File: config.mk
export PLATFORM = sky130hd
export DESIGN_NAME = sync_fifo
export DESIGN_NICKNAME = d
export VERILOG_FILES = /design/src/source/fifo_geometry_pkg.sv /design/src/source/fifo_payload_pkg.sv /design/src/source/up_down_counter.sv /design/src/source/fifo_control.sv /design/src/source/fifo_storage.sv /design/src/source/sync_fifo.sv
export SDC_FILE = /design/constraint.sdc
export NUM_CORES = 1
export LEC_CHECK = 0
export CAP_MARGIN = 30
export CORE_MARGIN = 4
export CORE_UTILIZATION = 50
export DETAILED_ROUTE_END_ITERATION = 10
export DONT_BUFFER_PORTS = 1
export GPL_TIMING_DRIVEN = 1
export PLACE_DENSITY = 0.71
export SLEW_MARGIN = 10
export SYNTH_ARGS = -nofsm -noshare
export SYNTH_HDL_FRONTEND = slang
export SYNTH_SLANG_ARGS = --single-unit
export TNS_END_PERCENT = 1
File: constraint.sdc
create_clock -name clk -period 6.4 [get_ports clk]
set_input_delay 0 -clock clk [delete_from_list [all_inputs] [get_ports clk]]
set_output_delay 0 -clock clk [all_outputs]
set_load 0.05 [all_outputs]
File: src/source/fifo_geometry_pkg.sv
package fifo_geometry_pkg;

  // ----------------------------------------
  // FIFO geometry
  // ----------------------------------------

  // Number of entries held by the FIFO
  // Six is deliberately not a power of two
  localparam int depth = 6;

  // Width of a read or write pointer, addressing entries 0 to depth-1
  localparam int ptr_width = $clog2(depth);

  // Width of the occupancy count, which must reach depth itself
  localparam int count_width = $clog2(depth + 1);

  // Largest value a pointer may take before it wraps back to zero
  localparam int ptr_max = depth - 1;

endpackage

File: src/source/fifo_payload_pkg.sv
package fifo_payload_pkg;

  // ----------------------------------------
  // Payload carried through the FIFO
  // ----------------------------------------

  // Width of one stored word in bits
  localparam int data_width = 16;

  // One payload word as it is pushed, stored and popped
  typedef logic [data_width-1:0] data_t;

endpackage

File: src/source/up_down_counter.sv
`timescale 1ns/100ps

// Up/down counter that moves by one per cycle in either direction
// The value updates one edge after incr_valid, decr_valid or reinit
// and holds while none of them is high
module up_down_counter #(
  // Largest value the counter may hold, inclusive
  parameter int max_value = 1,
  // When set the counter wraps between zero and max_value
  // When clear the plain sum is kept and the user keeps it in range
  parameter bit enable_wrap = 1,
  // Width needed to hold every value from zero to max_value
  localparam int value_width = $clog2(max_value + 1)
) (
  input  logic                   clk,
  input  logic                   rst_n,
  input  logic                   reinit,
  input  logic                   incr_valid,
  input  logic                   decr_valid,
  output logic [value_width-1:0] value
);

  // One extra bit lets an out of range step be seen before correction
  localparam int temp_width = value_width + 1;

  // Size of the counting range, which is also the wrap distance
  localparam int max_value_p1 = max_value + 1;

  // A range that is a power of two wraps for free by truncation
  localparam bit is_pow2 = (max_value_p1 & (max_value_p1 - 1)) == 0;

  // Limits resized to the widened arithmetic
  localparam logic [temp_width-1:0] max_temp = temp_width'(max_value);
  localparam logic [temp_width-1:0] span = temp_width'(max_value_p1);

  // Raw sum of the current value and the requested step
  logic [temp_width-1:0]  value_temp;
  // Step result after any wrap correction, back at value width
  logic [value_width-1:0] value_step;
  // What the register loads at the next edge when enabled
  logic [value_width-1:0] value_next;
  // High in any cycle that may change the value
  logic                   value_loaden;

  // ----------------------------------------
  // Raw step
  // ----------------------------------------

  // Simultaneous increment and decrement cancel out in the sum
  // A decrement from zero shows up as all ones in the wide result
  assign value_temp = {1'b0, value} + temp_width'(incr_valid) - temp_width'(decr_valid);

  // ----------------------------------------
  // Wrap correction
  // ----------------------------------------

  // Only a wrapping counter whose range is not a power of two needs
  // explicit correction, every other case keeps the truncated sum
  if (enable_wrap && !is_pow2) begin : gen_wrap_fix
    // The step points downward overall
    logic                  is_net_decr;
    // The raw sum left the range 0 to max_value
    logic                  out_of_bounds;
    // Raw sum moved back into range by one span
    logic [temp_width-1:0] value_wrapped;

    assign is_net_decr = decr_valid && !incr_valid;

    // An underflow also reads as large, since it wraps to all ones
    assign out_of_bounds = value_temp > max_temp;

    // Below zero lands on max_value, above max_value lands on zero
    always_comb begin
      if (!out_of_bounds) begin
        value_wrapped = value_temp;
      end else if (is_net_decr) begin
        value_wrapped = value_temp + span;
      end else begin
        value_wrapped = value_temp - span;
      end
    end

    assign value_step = value_wrapped[value_width-1:0];
  end else begin : gen_plain
    // Truncation either wraps naturally or the sum never leaves range
    assign value_step = value_temp[value_width-1:0];
  end

  // ----------------------------------------
  // State register
  // ----------------------------------------

  // Reinit wins over any change requested in the same cycle
  assign value_next = reinit ? '0 : value_step;

  // Nothing to do when no request is present
  assign value_loaden = reinit || incr_valid || decr_valid;

  always_ff @(posedge clk) begin
    if (!rst_n) begin
      value <= '0;
    end else if (value_loaden) begin
      value <= value_next;
    end
  end

endmodule

File: src/source/fifo_control.sv
`timescale 1ns/100ps

// Bookkeeping for the FIFO
// Decides which requests are accepted this cycle and keeps the write
// pointer, read pointer and occupancy in three counters
module fifo_control (
  input  logic                                      clk,
  input  logic                                      rst_n,
  input  logic                                      flush,
  input  logic                                      push,
  input  logic                                      pop,
  output logic                                      write_en,
  output logic [fifo_geometry_pkg::ptr_width-1:0]   write_ptr,
  output logic [fifo_geometry_pkg::ptr_width-1:0]   read_ptr,
  output logic                                      full,
  output logic                                      empty,
  output logic [fifo_geometry_pkg::count_width-1:0] count
);

  // Requests that pass the acceptance rules in this cycle
  logic push_accept;
  logic pop_accept;

  // ----------------------------------------
  // Acceptance
  // ----------------------------------------

  // A push needs room, and a flush in the same cycle drops it
  // Room is judged on the current count only, so a push while full is
  // lost even if a pop frees an entry at the same edge
  assign push_accept = push && !full && !flush;

  // A pop needs something stored, and flush drops it the same way
  assign pop_accept = pop && !empty && !flush;

  // The storage writes at the write pointer on the same edge
  assign write_en = push_accept;

  // ----------------------------------------
  // Pointers
  // ----------------------------------------

  // Both pointers run 0 to depth-1 and wrap, depth is not a power of two
  up_down_counter #(
    .max_value  (fifo_geometry_pkg::ptr_max),
    .enable_wrap(1'b1)
  ) u_write_ptr (
    .clk       (clk),
    .rst_n     (rst_n),
    .reinit    (flush),
    .incr_valid(push_accept),
    .decr_valid(1'b0),
    .value     (write_ptr)
  );

  up_down_counter #(
    .max_value  (fifo_geometry_pkg::ptr_max),
    .enable_wrap(1'b1)
  ) u_read_ptr (
    .clk       (clk),
    .rst_n     (rst_n),
    .reinit    (flush),
    .incr_valid(pop_accept),
    .decr_valid(1'b0),
    .value     (read_ptr)
  );

  // ----------------------------------------
  // Occupancy
  // ----------------------------------------

  // Counts 0 to depth and never wraps, acceptance keeps it in range
  // A push and a pop in one cycle leave it unchanged
  up_down_counter #(
    .max_value  (fifo_geometry_pkg::depth),
    .enable_wrap(1'b0)
  ) u_occupancy (
    .clk       (clk),
    .rst_n     (rst_n),
    .reinit    (flush),
    .incr_valid(push_accept),
    .decr_valid(pop_accept),
    .value     (count)
  );

  // Status levels come straight from the registered count
  assign full  = count == fifo_geometry_pkg::count_width'(fifo_geometry_pkg::depth);
  assign empty = count == '0;

endmodule

File: src/source/fifo_storage.sv
`timescale 1ns/100ps

// Entry array for the FIFO
// One write port that updates at the clock edge and one read port that
// shows the addressed entry without delay
module fifo_storage (
  input  logic                                    clk,
  input  logic                                    write_en,
  input  logic [fifo_geometry_pkg::ptr_width-1:0] write_ptr,
  input  fifo_payload_pkg::data_t                 write_data,
  input  logic [fifo_geometry_pkg::ptr_width-1:0] read_ptr,
  output fifo_payload_pkg::data_t                 read_data
);

  // One word per FIFO entry
  fifo_payload_pkg::data_t mem [fifo_geometry_pkg::depth];

  // ----------------------------------------
  // Write port
  // ----------------------------------------

  // The control block only raises write_en when there is room, so the
  // pointer always names a free entry here
  always_ff @(posedge clk) begin
    if (write_en) begin
      mem[write_ptr] <= write_data;
    end
  end

  // ----------------------------------------
  // Read port
  // ----------------------------------------

  // The read pointer always names the oldest entry
  // Its value only means something while the FIFO holds data
  assign read_data = mem[read_ptr];

endmodule

File: src/source/sync_fifo.sv
`timescale 1ns/100ps

// Synchronous FIFO of fixed depth
// Push and pop are request strobes sampled at each rising edge, and the
// FIFO answers with full and empty levels instead of a handshake
// pop_data shows the oldest entry while empty is low
module sync_fifo (
  input  logic                                      clk,
  input  logic                                      rst_n,
  input  logic                                      flush,
  input  logic                                      push,
  input  fifo_payload_pkg::data_t                   push_data,
  input  logic                                      pop,
  output fifo_payload_pkg::data_t                   pop_data,
  output logic                                      full,
  output logic                                      empty,
  output logic [fifo_geometry_pkg::count_width-1:0] count
);

  // Write strobe for an accepted push
  logic                                    write_en;
  // Entry that the next accepted push fills
  logic [fifo_geometry_pkg::ptr_width-1:0] write_ptr;
  // Entry holding the oldest word
  logic [fifo_geometry_pkg::ptr_width-1:0] read_ptr;

  // ----------------------------------------
  // Control
  // ----------------------------------------

  // Acceptance, pointers and occupancy all live here
  fifo_control u_control (
    .clk      (clk),
    .rst_n    (rst_n),
    .flush    (flush),
    .push     (push),
    .pop      (pop),
    .write_en (write_en),
    .write_ptr(write_ptr),
    .read_ptr (read_ptr),
    .full     (full),
    .empty    (empty),
    .count    (count)
  );

  // ----------------------------------------
  // Storage
  // ----------------------------------------

  // push_data goes in at the edge that accepts the push
  fifo_storage u_storage (
    .clk       (clk),
    .write_en  (write_en),
    .write_ptr (write_ptr),
    .write_data(push_data),
    .read_ptr  (read_ptr),
    .read_data (pop_data)
  );

endmodule

==> results of run 1 <==
-- per-stage QoR --
step           instances  total power, mW  worst slack, ns
5_1_grt              414            1.268            3.331
4_1_cts              414            1.231            3.467
2_1_floorplan        267           0.8316            3.075
3_3_place_gp         368           0.8372            3.584
6_report             414            1.220            3.492
3_5_place_dp         377           0.8424            3.499
-- timing repair --
action                    CTS  global route
buffers inserted            0             0
hold buffers               21             0
hold endpoints to repair  108             0
-- layer usage --
| metal | vias to the layer above | global-route usage (%) |
|---|---|---|
| met2 | 52 | 23.69 |
| met1 | 1173 | 20.93 |
| met5 | - | 0 |
| met3 | 6 | 3.345 |
| met4 | 0 | 6.357 |
| li1 | 1110 | - |
-- worst max-delay path, stage by stage (launching register included) --
cell and delay, ns:
dfxtp_1 0.95, o31ai_4 0.19, nor2_1 0.18, ha_1 0.25, inv_1 0.06, ha_1 0.14, inv_1 0.05, fa_1 0.42
nand2b_1 0.19, a211o_1 0.29, a21oi_1 0.13
-- synth_stat cells --
library cell	count
nand3_1	3
a41oi_1	1
clkbuf_1	3
o221a_2	1
fa_1	1
nand3b_4	1
nor3_1	5
mux4_2	13
a221oi_1	1
a21oi_1	24
buf_6	2
o21ai_0	2
nor4bb_1	1
buf_12	2
nor3b_1	1
o31ai_4	1
and3_1	1
o31ai_1	1
mux2i_1	18
and4b_1	1
edfxtp_1	96
buf_4	2
o221ai_1	1
nor4_1	2
nor2_1	30
nand2_1	9
nand2b_1	2
dfxtp_1	12
nor2b_1	2
o32ai_1	1
buf_2	6
nand2b_4	1
ha_1	6
a211o_1	1
mux4_1	3
nand4_1	1
nor4b_1	1
a211oi_1	1
inv_1	5
mux2_2	1
o21bai_1	1
-- worst max-delay path by stage --
| stage | start | end | slack [ns] |
|---|---|---|---|
| 6_report | u_control.u_occupancy.value[1] | u_control.u_occupancy.value[2] | 3.49 |
| 5_1_grt | u_control.u_occupancy.value[1] | u_control.u_occupancy.value[2] | 3.33 |
| 4_1_cts | u_control.u_occupancy.value[1] | u_control.u_occupancy.value[2] | 3.47 |
| 3_5_place_dp | u_control.u_occupancy.value[1] | u_control.u_occupancy.value[2] | 3.50 |
| 3_3_place_gp | u_control.u_occupancy.value[1] | u_control.u_occupancy.value[2] | 3.58 |
| 2_1_floorplan | u_control.u_occupancy.value[0] | u_storage.mem[0][0] | 3.07 |
-- cell families (layout without fill, tap and decap cells) --
family | Yosys count | after routing | share of synthesized area [%]
compound gates | 36 | 36 | 5.141
fa+ha+maj | 7 | 7 | 2.135
buf+inv | 20 | 59 | 3.090
flops | 108 | 108 | 70.11
mux | 35 | 35 | 12.64
simple gates | 61 | 61 | 6.882
-- power breakdown --
group | switching, mW | leakage, nW | internal [mW]
clock network | 0.230 | 0.0898 | 0.147
registers | 0.00401 | 0.966 | 0.773
logic | 0.0418 | 0.620 | 0.0242
total | 0.276 | 1.68 | 0.944
-- cell type report --
cell class / count / area, sq um
multi-input cells: 139 / 1226
repair buffers: 38 / 337.8
inverters: 5 / 18.77
fillers: 681 / 3655
clock buffers: 9 / 123.9
well taps: 108 / 135.1
clock inverters: 7 / 57.56
flip-flops and latches: 108 / 3124
-- flip-flops by register name (all words and copies together) (netlist names), named ones only --
name and flops:
u_control.u_write_ptr.value 3, u_control.u_read_ptr.value 3, u_control.u_occupancy.value 3, u_storage.mem 96
==> qor.csv, run 1 <==
stage,metric,value,unit
status,status,"finished, final reports clean",
synthesis,syn_nets,295,
drt,routedLengthMet1,3367,microns
worst_setup_path,timing.rr.start,u_control.u_occupancy.value[1],
grt,gr-usage-all-layers,15.21,%
sta,finalSetupTns,0,ns
finish,layout_common_cells,"edfxtp_1, nor2_1, a21oi_1, dlygate4sd3_1, mux2i_1",
synthesis,synth_area_leaders,"edfxtp_1, mux4_2, dfxtp_1",
sta,worstMarginPinSlew,1.067,ns
finish,syn2layout_area_growth,12.78,%
drt,drc,0,
sta,final_hold_viol_count,0,
drt,vias_per_cell,5.655,
drt,wl,7396,microns
drt,first_pass_iters,4,
drt,top_layer,met4,
power_and_ir_drop,p_leak,1.676,nW
drt,wl_per_cell,17.86,microns
drt,wl_met2,3659,microns
cts,cts_made_buffers,9,
worst_setup_path,crit_type,flip-flop to flip-flop,
finish,utilization,57.89,%
sta,skew,0.006222,ns
floorplan,initial_core_util,51.33,%
drt,ant_nets,0,
sta,setup_violations,0,
placement,dpl-instance-area,0.004632,sq mm
grt,antenna_found_initial,0,
placement,hpwl,4588,microns
sta,hold_ws,0.02281,ns
synthesis,synth_warnings,0,
sta,finalCriticalPeriod,2.908,ns
worst_setup_path,critPathCaptureType,flip-flop,
sta,max_clock_freq,343.9,MHz
floorplan,dieArea,0.01048,sq mm
run,drv_cap,0,
cts,cts_root_buffer,clkbuf_8,
placement,portBuffers,0,
cts,path_clk_slew,0.10,ns
min_path,hp-class,input port to flip-flop,
synthesis,yosysUniqueCellTypes,41,
finish,layout-drive-gt1-share,17.97,%
worst_setup_path,startpoint_type,flip-flop,
synthesis,yosysTopAreaCellShare,64.72,%
synthesis,avgSynthCellArea,16.68,sq um
power_and_ir_drop,ir_drop,0.1072,mV
cts,tritoncts,done,
min_path,hold_start,rst_n,
cts,htree_levels,3,
worst_setup_path,cp_max_fo,11,
worst_setup_path,rr_endpoint,u_control.u_occupancy.value[2],
drt,vias,2341,
finish,final_nets,329,
sta,rsz0062_at_grt,false,
floorplan,die_y,102.4,microns
floorplan,die-width,102.4,microns
drt,drt_iter0_markers,149,
grt,overflow,0,
placement,finalWeightedCongestion,0.7755,
worst_setup_path,r2r_slack,3.49,ns
synthesis,ys_seq_area_share,70.11,%
min_path,holdPathStages,2,
drt,route.met3.wl,299,microns
sta,slew_viol_final,0,
grt,grt_pass1_wl,11730,microns
grt,grt_start_max_net_pins,33,
synthesis,ys_ff_latch,108,
cts,clock-sinks,108,
sta,relSlewSlack,29.08,%
floorplan,io_pins,42,
worst_setup_path,reg2reg_depth,10,
cts,clockBufferDepth,2,
floorplan,rows,34,
cts,clock_latency,0.35,ns
floorplan,core,0.008678,sq mm
min_path,holdPathEnd,u_control.u_occupancy.value[2],
synthesis,syn_area,0.004454,sq mm
worst_setup_path,cp.required,6.69,ns
sta,finalCritPeriodShare,45.44,%
power_and_ir_drop,power_density,242.9,mW/mm^2
finish,layout_commonest_cell,edfxtp_1,
worst_setup_path,crit_arrival,3.20,ns
finish,final_cell_area,0.005024,sq mm
finish,num_antenna_cells,0,
grt,grt_pass1_vias,2269,
synthesis,syn_inst,267,
cts,cts_resized,0,
synthesis,synth_area_leader_cell,edfxtp_1,
Power figures use the tool's default switching activity.
==> inputs of run 2 (changes only) <==
--- a/config.mk
+++ b/config.mk
@@ -11,7 +11,7 @@
 export DETAILED_ROUTE_END_ITERATION = 10
 export DONT_BUFFER_PORTS = 1
 export GPL_TIMING_DRIVEN = 1
-export PLACE_DENSITY = 0.71
+export PLACE_DENSITY = 0.74
 export SLEW_MARGIN = 10
 export SYNTH_ARGS = -nofsm -noshare
 export SYNTH_HDL_FRONTEND = slang
==> constraint.sdc (replaced) <==
create_clock -name clk -period 2.5 [get_ports clk]
set_input_delay 0 -clock clk [delete_from_list [all_inputs] [get_ports clk]]
set_output_delay 0 -clock clk [all_outputs]
set_load 0.05 [all_outputs]
==> run 2 against run 1 <==
Against the previous run: clock-buffer cell count stayed put; critical endpoint unchanged; final cell count up 3.9%; register-to-register slack got worse by 3.3 ns; sequential share of layout area shrank 1.9 points; maximum frequency increased by 27%; sequential power rose to 2.6 times the previous value; design area is 3.1% higher; first-iteration DRC count shrank 40%; combinational power increased to 2.8 times the previous value; non-clock buffer count increased by 16; core utilization is 1.8 points higher.
==> qor.csv, run 2 (synthesized netlist as in run 1, its figures left out) <==
stage,metric,value,unit
status,status,"finished, final reports clean",
sta,max_clock_freq,435.2,MHz
finish,num_antenna_cells,0,
cts,htree_levels,3,
power_and_ir_drop,power_density,613.9,mW/mm^2
sta,final_hold_viol_count,0,
floorplan,rows,34,
worst_setup_path,cp_max_fo,4,
power_and_ir_drop,ir_drop,0.3447,mV
placement,dpl-instance-area,0.004782,sq mm
drt,wl,7792,microns
power_and_ir_drop,p_sw_share,21.11,%
sta,skew,0.01051,ns
cts,cts_root_buffer,clkbuf_8,
grt,overflow,0,
finish,final_nets,345,
sta,fin_ws,0.2023,ns
floorplan,die_y,102.4,microns
placement,finalWeightedCongestion,0.8080,
finish,layout_commonest_cell,edfxtp_1,
power_and_ir_drop,intPower,2.509,mW
placement,portBuffers,0,
power_and_ir_drop,p_clk_share,31.8,%
grt,grt_start_max_net_pins,19,
cts,cts_made_buffers,9,
floorplan,initial_core_util,51.33,%
drt,drc,0,
grt,grt_pass1_wl,12390,microns
sta,slew_viol_final,0,
floorplan,core,0.008678,sq mm
power_and_ir_drop,p_seq_share,62.4,%
drt,ant_nets,0,
drt,first_pass_iters,4,
drt,drt_iter0_markers,90,
cts,clockBufferDepth,2,
worst_setup_path,cp-startpoint,u_control.u_occupancy.value[0],
run,drv_cap,0,
power_and_ir_drop,power.switching,0.6716,mW
worst_setup_path,critPathMaxStageDelay,0.41,ns
placement,hpwl,5038,microns
finish,syn2layout_area_growth,16.32,%
finish,layout_common_cells,"edfxtp_1, buf_4, nor2_1, a21oi_1, dlygate4sd3_1",
placement,dp_slack,0.2169,ns
worst_setup_path,slowest_stage,fa_1,
cts,clock-sinks,108,
drt,vias_per_cell,5.523,
drt,vias,2375,
power_and_ir_drop,p_leak,1.774,nW
cts,tritoncts,done,
grt,antenna_found_initial,0,
worst_setup_path,crit_type,flip-flop to flip-flop,
finish,nFillCells,674,
cts,path_clk_slew,0.09,ns
worst_setup_path,crit_path_cell_trace,o31ai_4 > nor2_1 > ha_1 > inv_1 > ha_1 > inv_1 > fa_1 > nand2b_1 > a211o_1 > a21oi_1,
floorplan,dieArea,0.01048,sq mm
worst_setup_path,timing.rr.start,u_control.u_occupancy.value[0],
min_path,hold_start,push,
floorplan,io_pins,42,
worst_setup_path,crit_arrival,2.58,ns
sta,setup_violations,0,
grt,grt_pass1_vias,2439,
sta,finalCritPeriodShare,91.91,%
sta,finalSetupTns,0,ns
sta,worstMarginPinSlew,0.5776,ns
power_and_ir_drop,power,3.181,mW
sta,relSlewSlack,61.44,%
worst_setup_path,cp.required,2.78,ns
floorplan,die-width,102.4,microns
finish,largest_register_ffs,96,
drt,wl_per_cell,18.12,microns
min_path,hp-class,input port to flip-flop,
grt,gr-usage-all-layers,15.72,%
finish,final_cell_area,0.005181,sq mm
worst_setup_path,critPathCaptureType,flip-flop,
cts,clock_latency,0.35,ns
cts,cts_resized,0,
power_and_ir_drop,combPwrFrac,5.8,%
finish,layout-drive-gt1-share,21.74,%
sta,rsz0062_at_grt,false,
finish,top_register,u_storage.mem,
worst_setup_path,startpoint_type,flip-flop,
sta,finalCriticalPeriod,2.298,ns
## run 2: changes by cell type in the layout (fill, tap and decap cells not counted), sizes merged
cell	previous run	this run
clkinv	3	5
buf	17	33
bufinv	0	1
inv	8	6
clkinvlp	1	0
## run 2: critical path, delay by kind of cell, from the launching register on
| kind | cells | cell delay (ns) |
|---|---|---|
| buf+inv | 2 | 0.11 |
| flops | 1 | 0.37 |
| compound gates | 3 | 0.65 |
| fa+ha+maj | 3 | 0.82 |
| simple gates | 2 | 0.28 |
## run 2: cell type report
| cell class | count | area [sq um] | area share [%] |
|---|---|---|---|
| Clock buffer | 9 | 123.9 | 2.391 |
| Clock inverter | 7 | 65.06 | 1.256 |
| Inverter | 5 | 18.77 | 0.3622 |
| Multi-Input combinational cell | 139 | 1244 | 24.00 |
| Sequential cell | 108 | 3124 | 60.30 |
| Tap cell | 108 | 135.1 | 2.608 |
| Timing Repair Buffer | 54 | 470.5 | 9.080 |
## run 2: timing repair
item                      in CTS  in global routing
setup buffers                  0                  0
hold buffers                  21                  0
hold endpoints to repair     104                  0
## run 2: routing by layer
| layer | GRT usage (%) | part of all wire (%) | up-vias |
|---|---|---|---|
| met5 | 0 | 0 | - |
| met4 | 4.844 | 0.62 | 0 |
| met3 | 2.730 | 4.0 | 4 |
| met2 | 27.59 | 53 | 45 |
| met1 | 20.03 | 43 | 1185 |
| li1 | - | - | 1141 |
## run 2: metrics by stage
stage | utilization (%) | hold slack (ns) | instances
2_1_floorplan | - | 0.09887 | 267
3_3_place_gp | 55.10 | 0.09912 | 393
3_5_place_dp | 55.10 | 0.09912 | 393
4_1_cts | 59.70 | 0.01237 | 430
5_1_grt | 59.70 | 0.02066 | 430
6_report | 59.70 | 0.02460 | 430
## run 2: power groups by stage
stage | Combinational, mW | Clock [mW] | Sequential (mW)
global placement | 0.138 | 0 | 2.03
finish | 0.185 | 1.01 | 1.99
floorplan | 0.102 | 0 | 2.03
global route | 0.200 | 1.10 | 1.99
detailed placement | 0.140 | 0 | 2.03
CTS | 0.187 | 1.03 | 1.99
## run 2: final timing paths
check                                                      end  cells after the start  slack (ns)
worst max-delay path            u_control.u_occupancy.value[2]                     10        0.20
worst min-delay path            u_control.u_write_ptr.value[0]                      4        0.02
worst max register to register  u_control.u_occupancy.value[2]                     10        0.20
worst min register to register                       flip-flop                      2        0.55
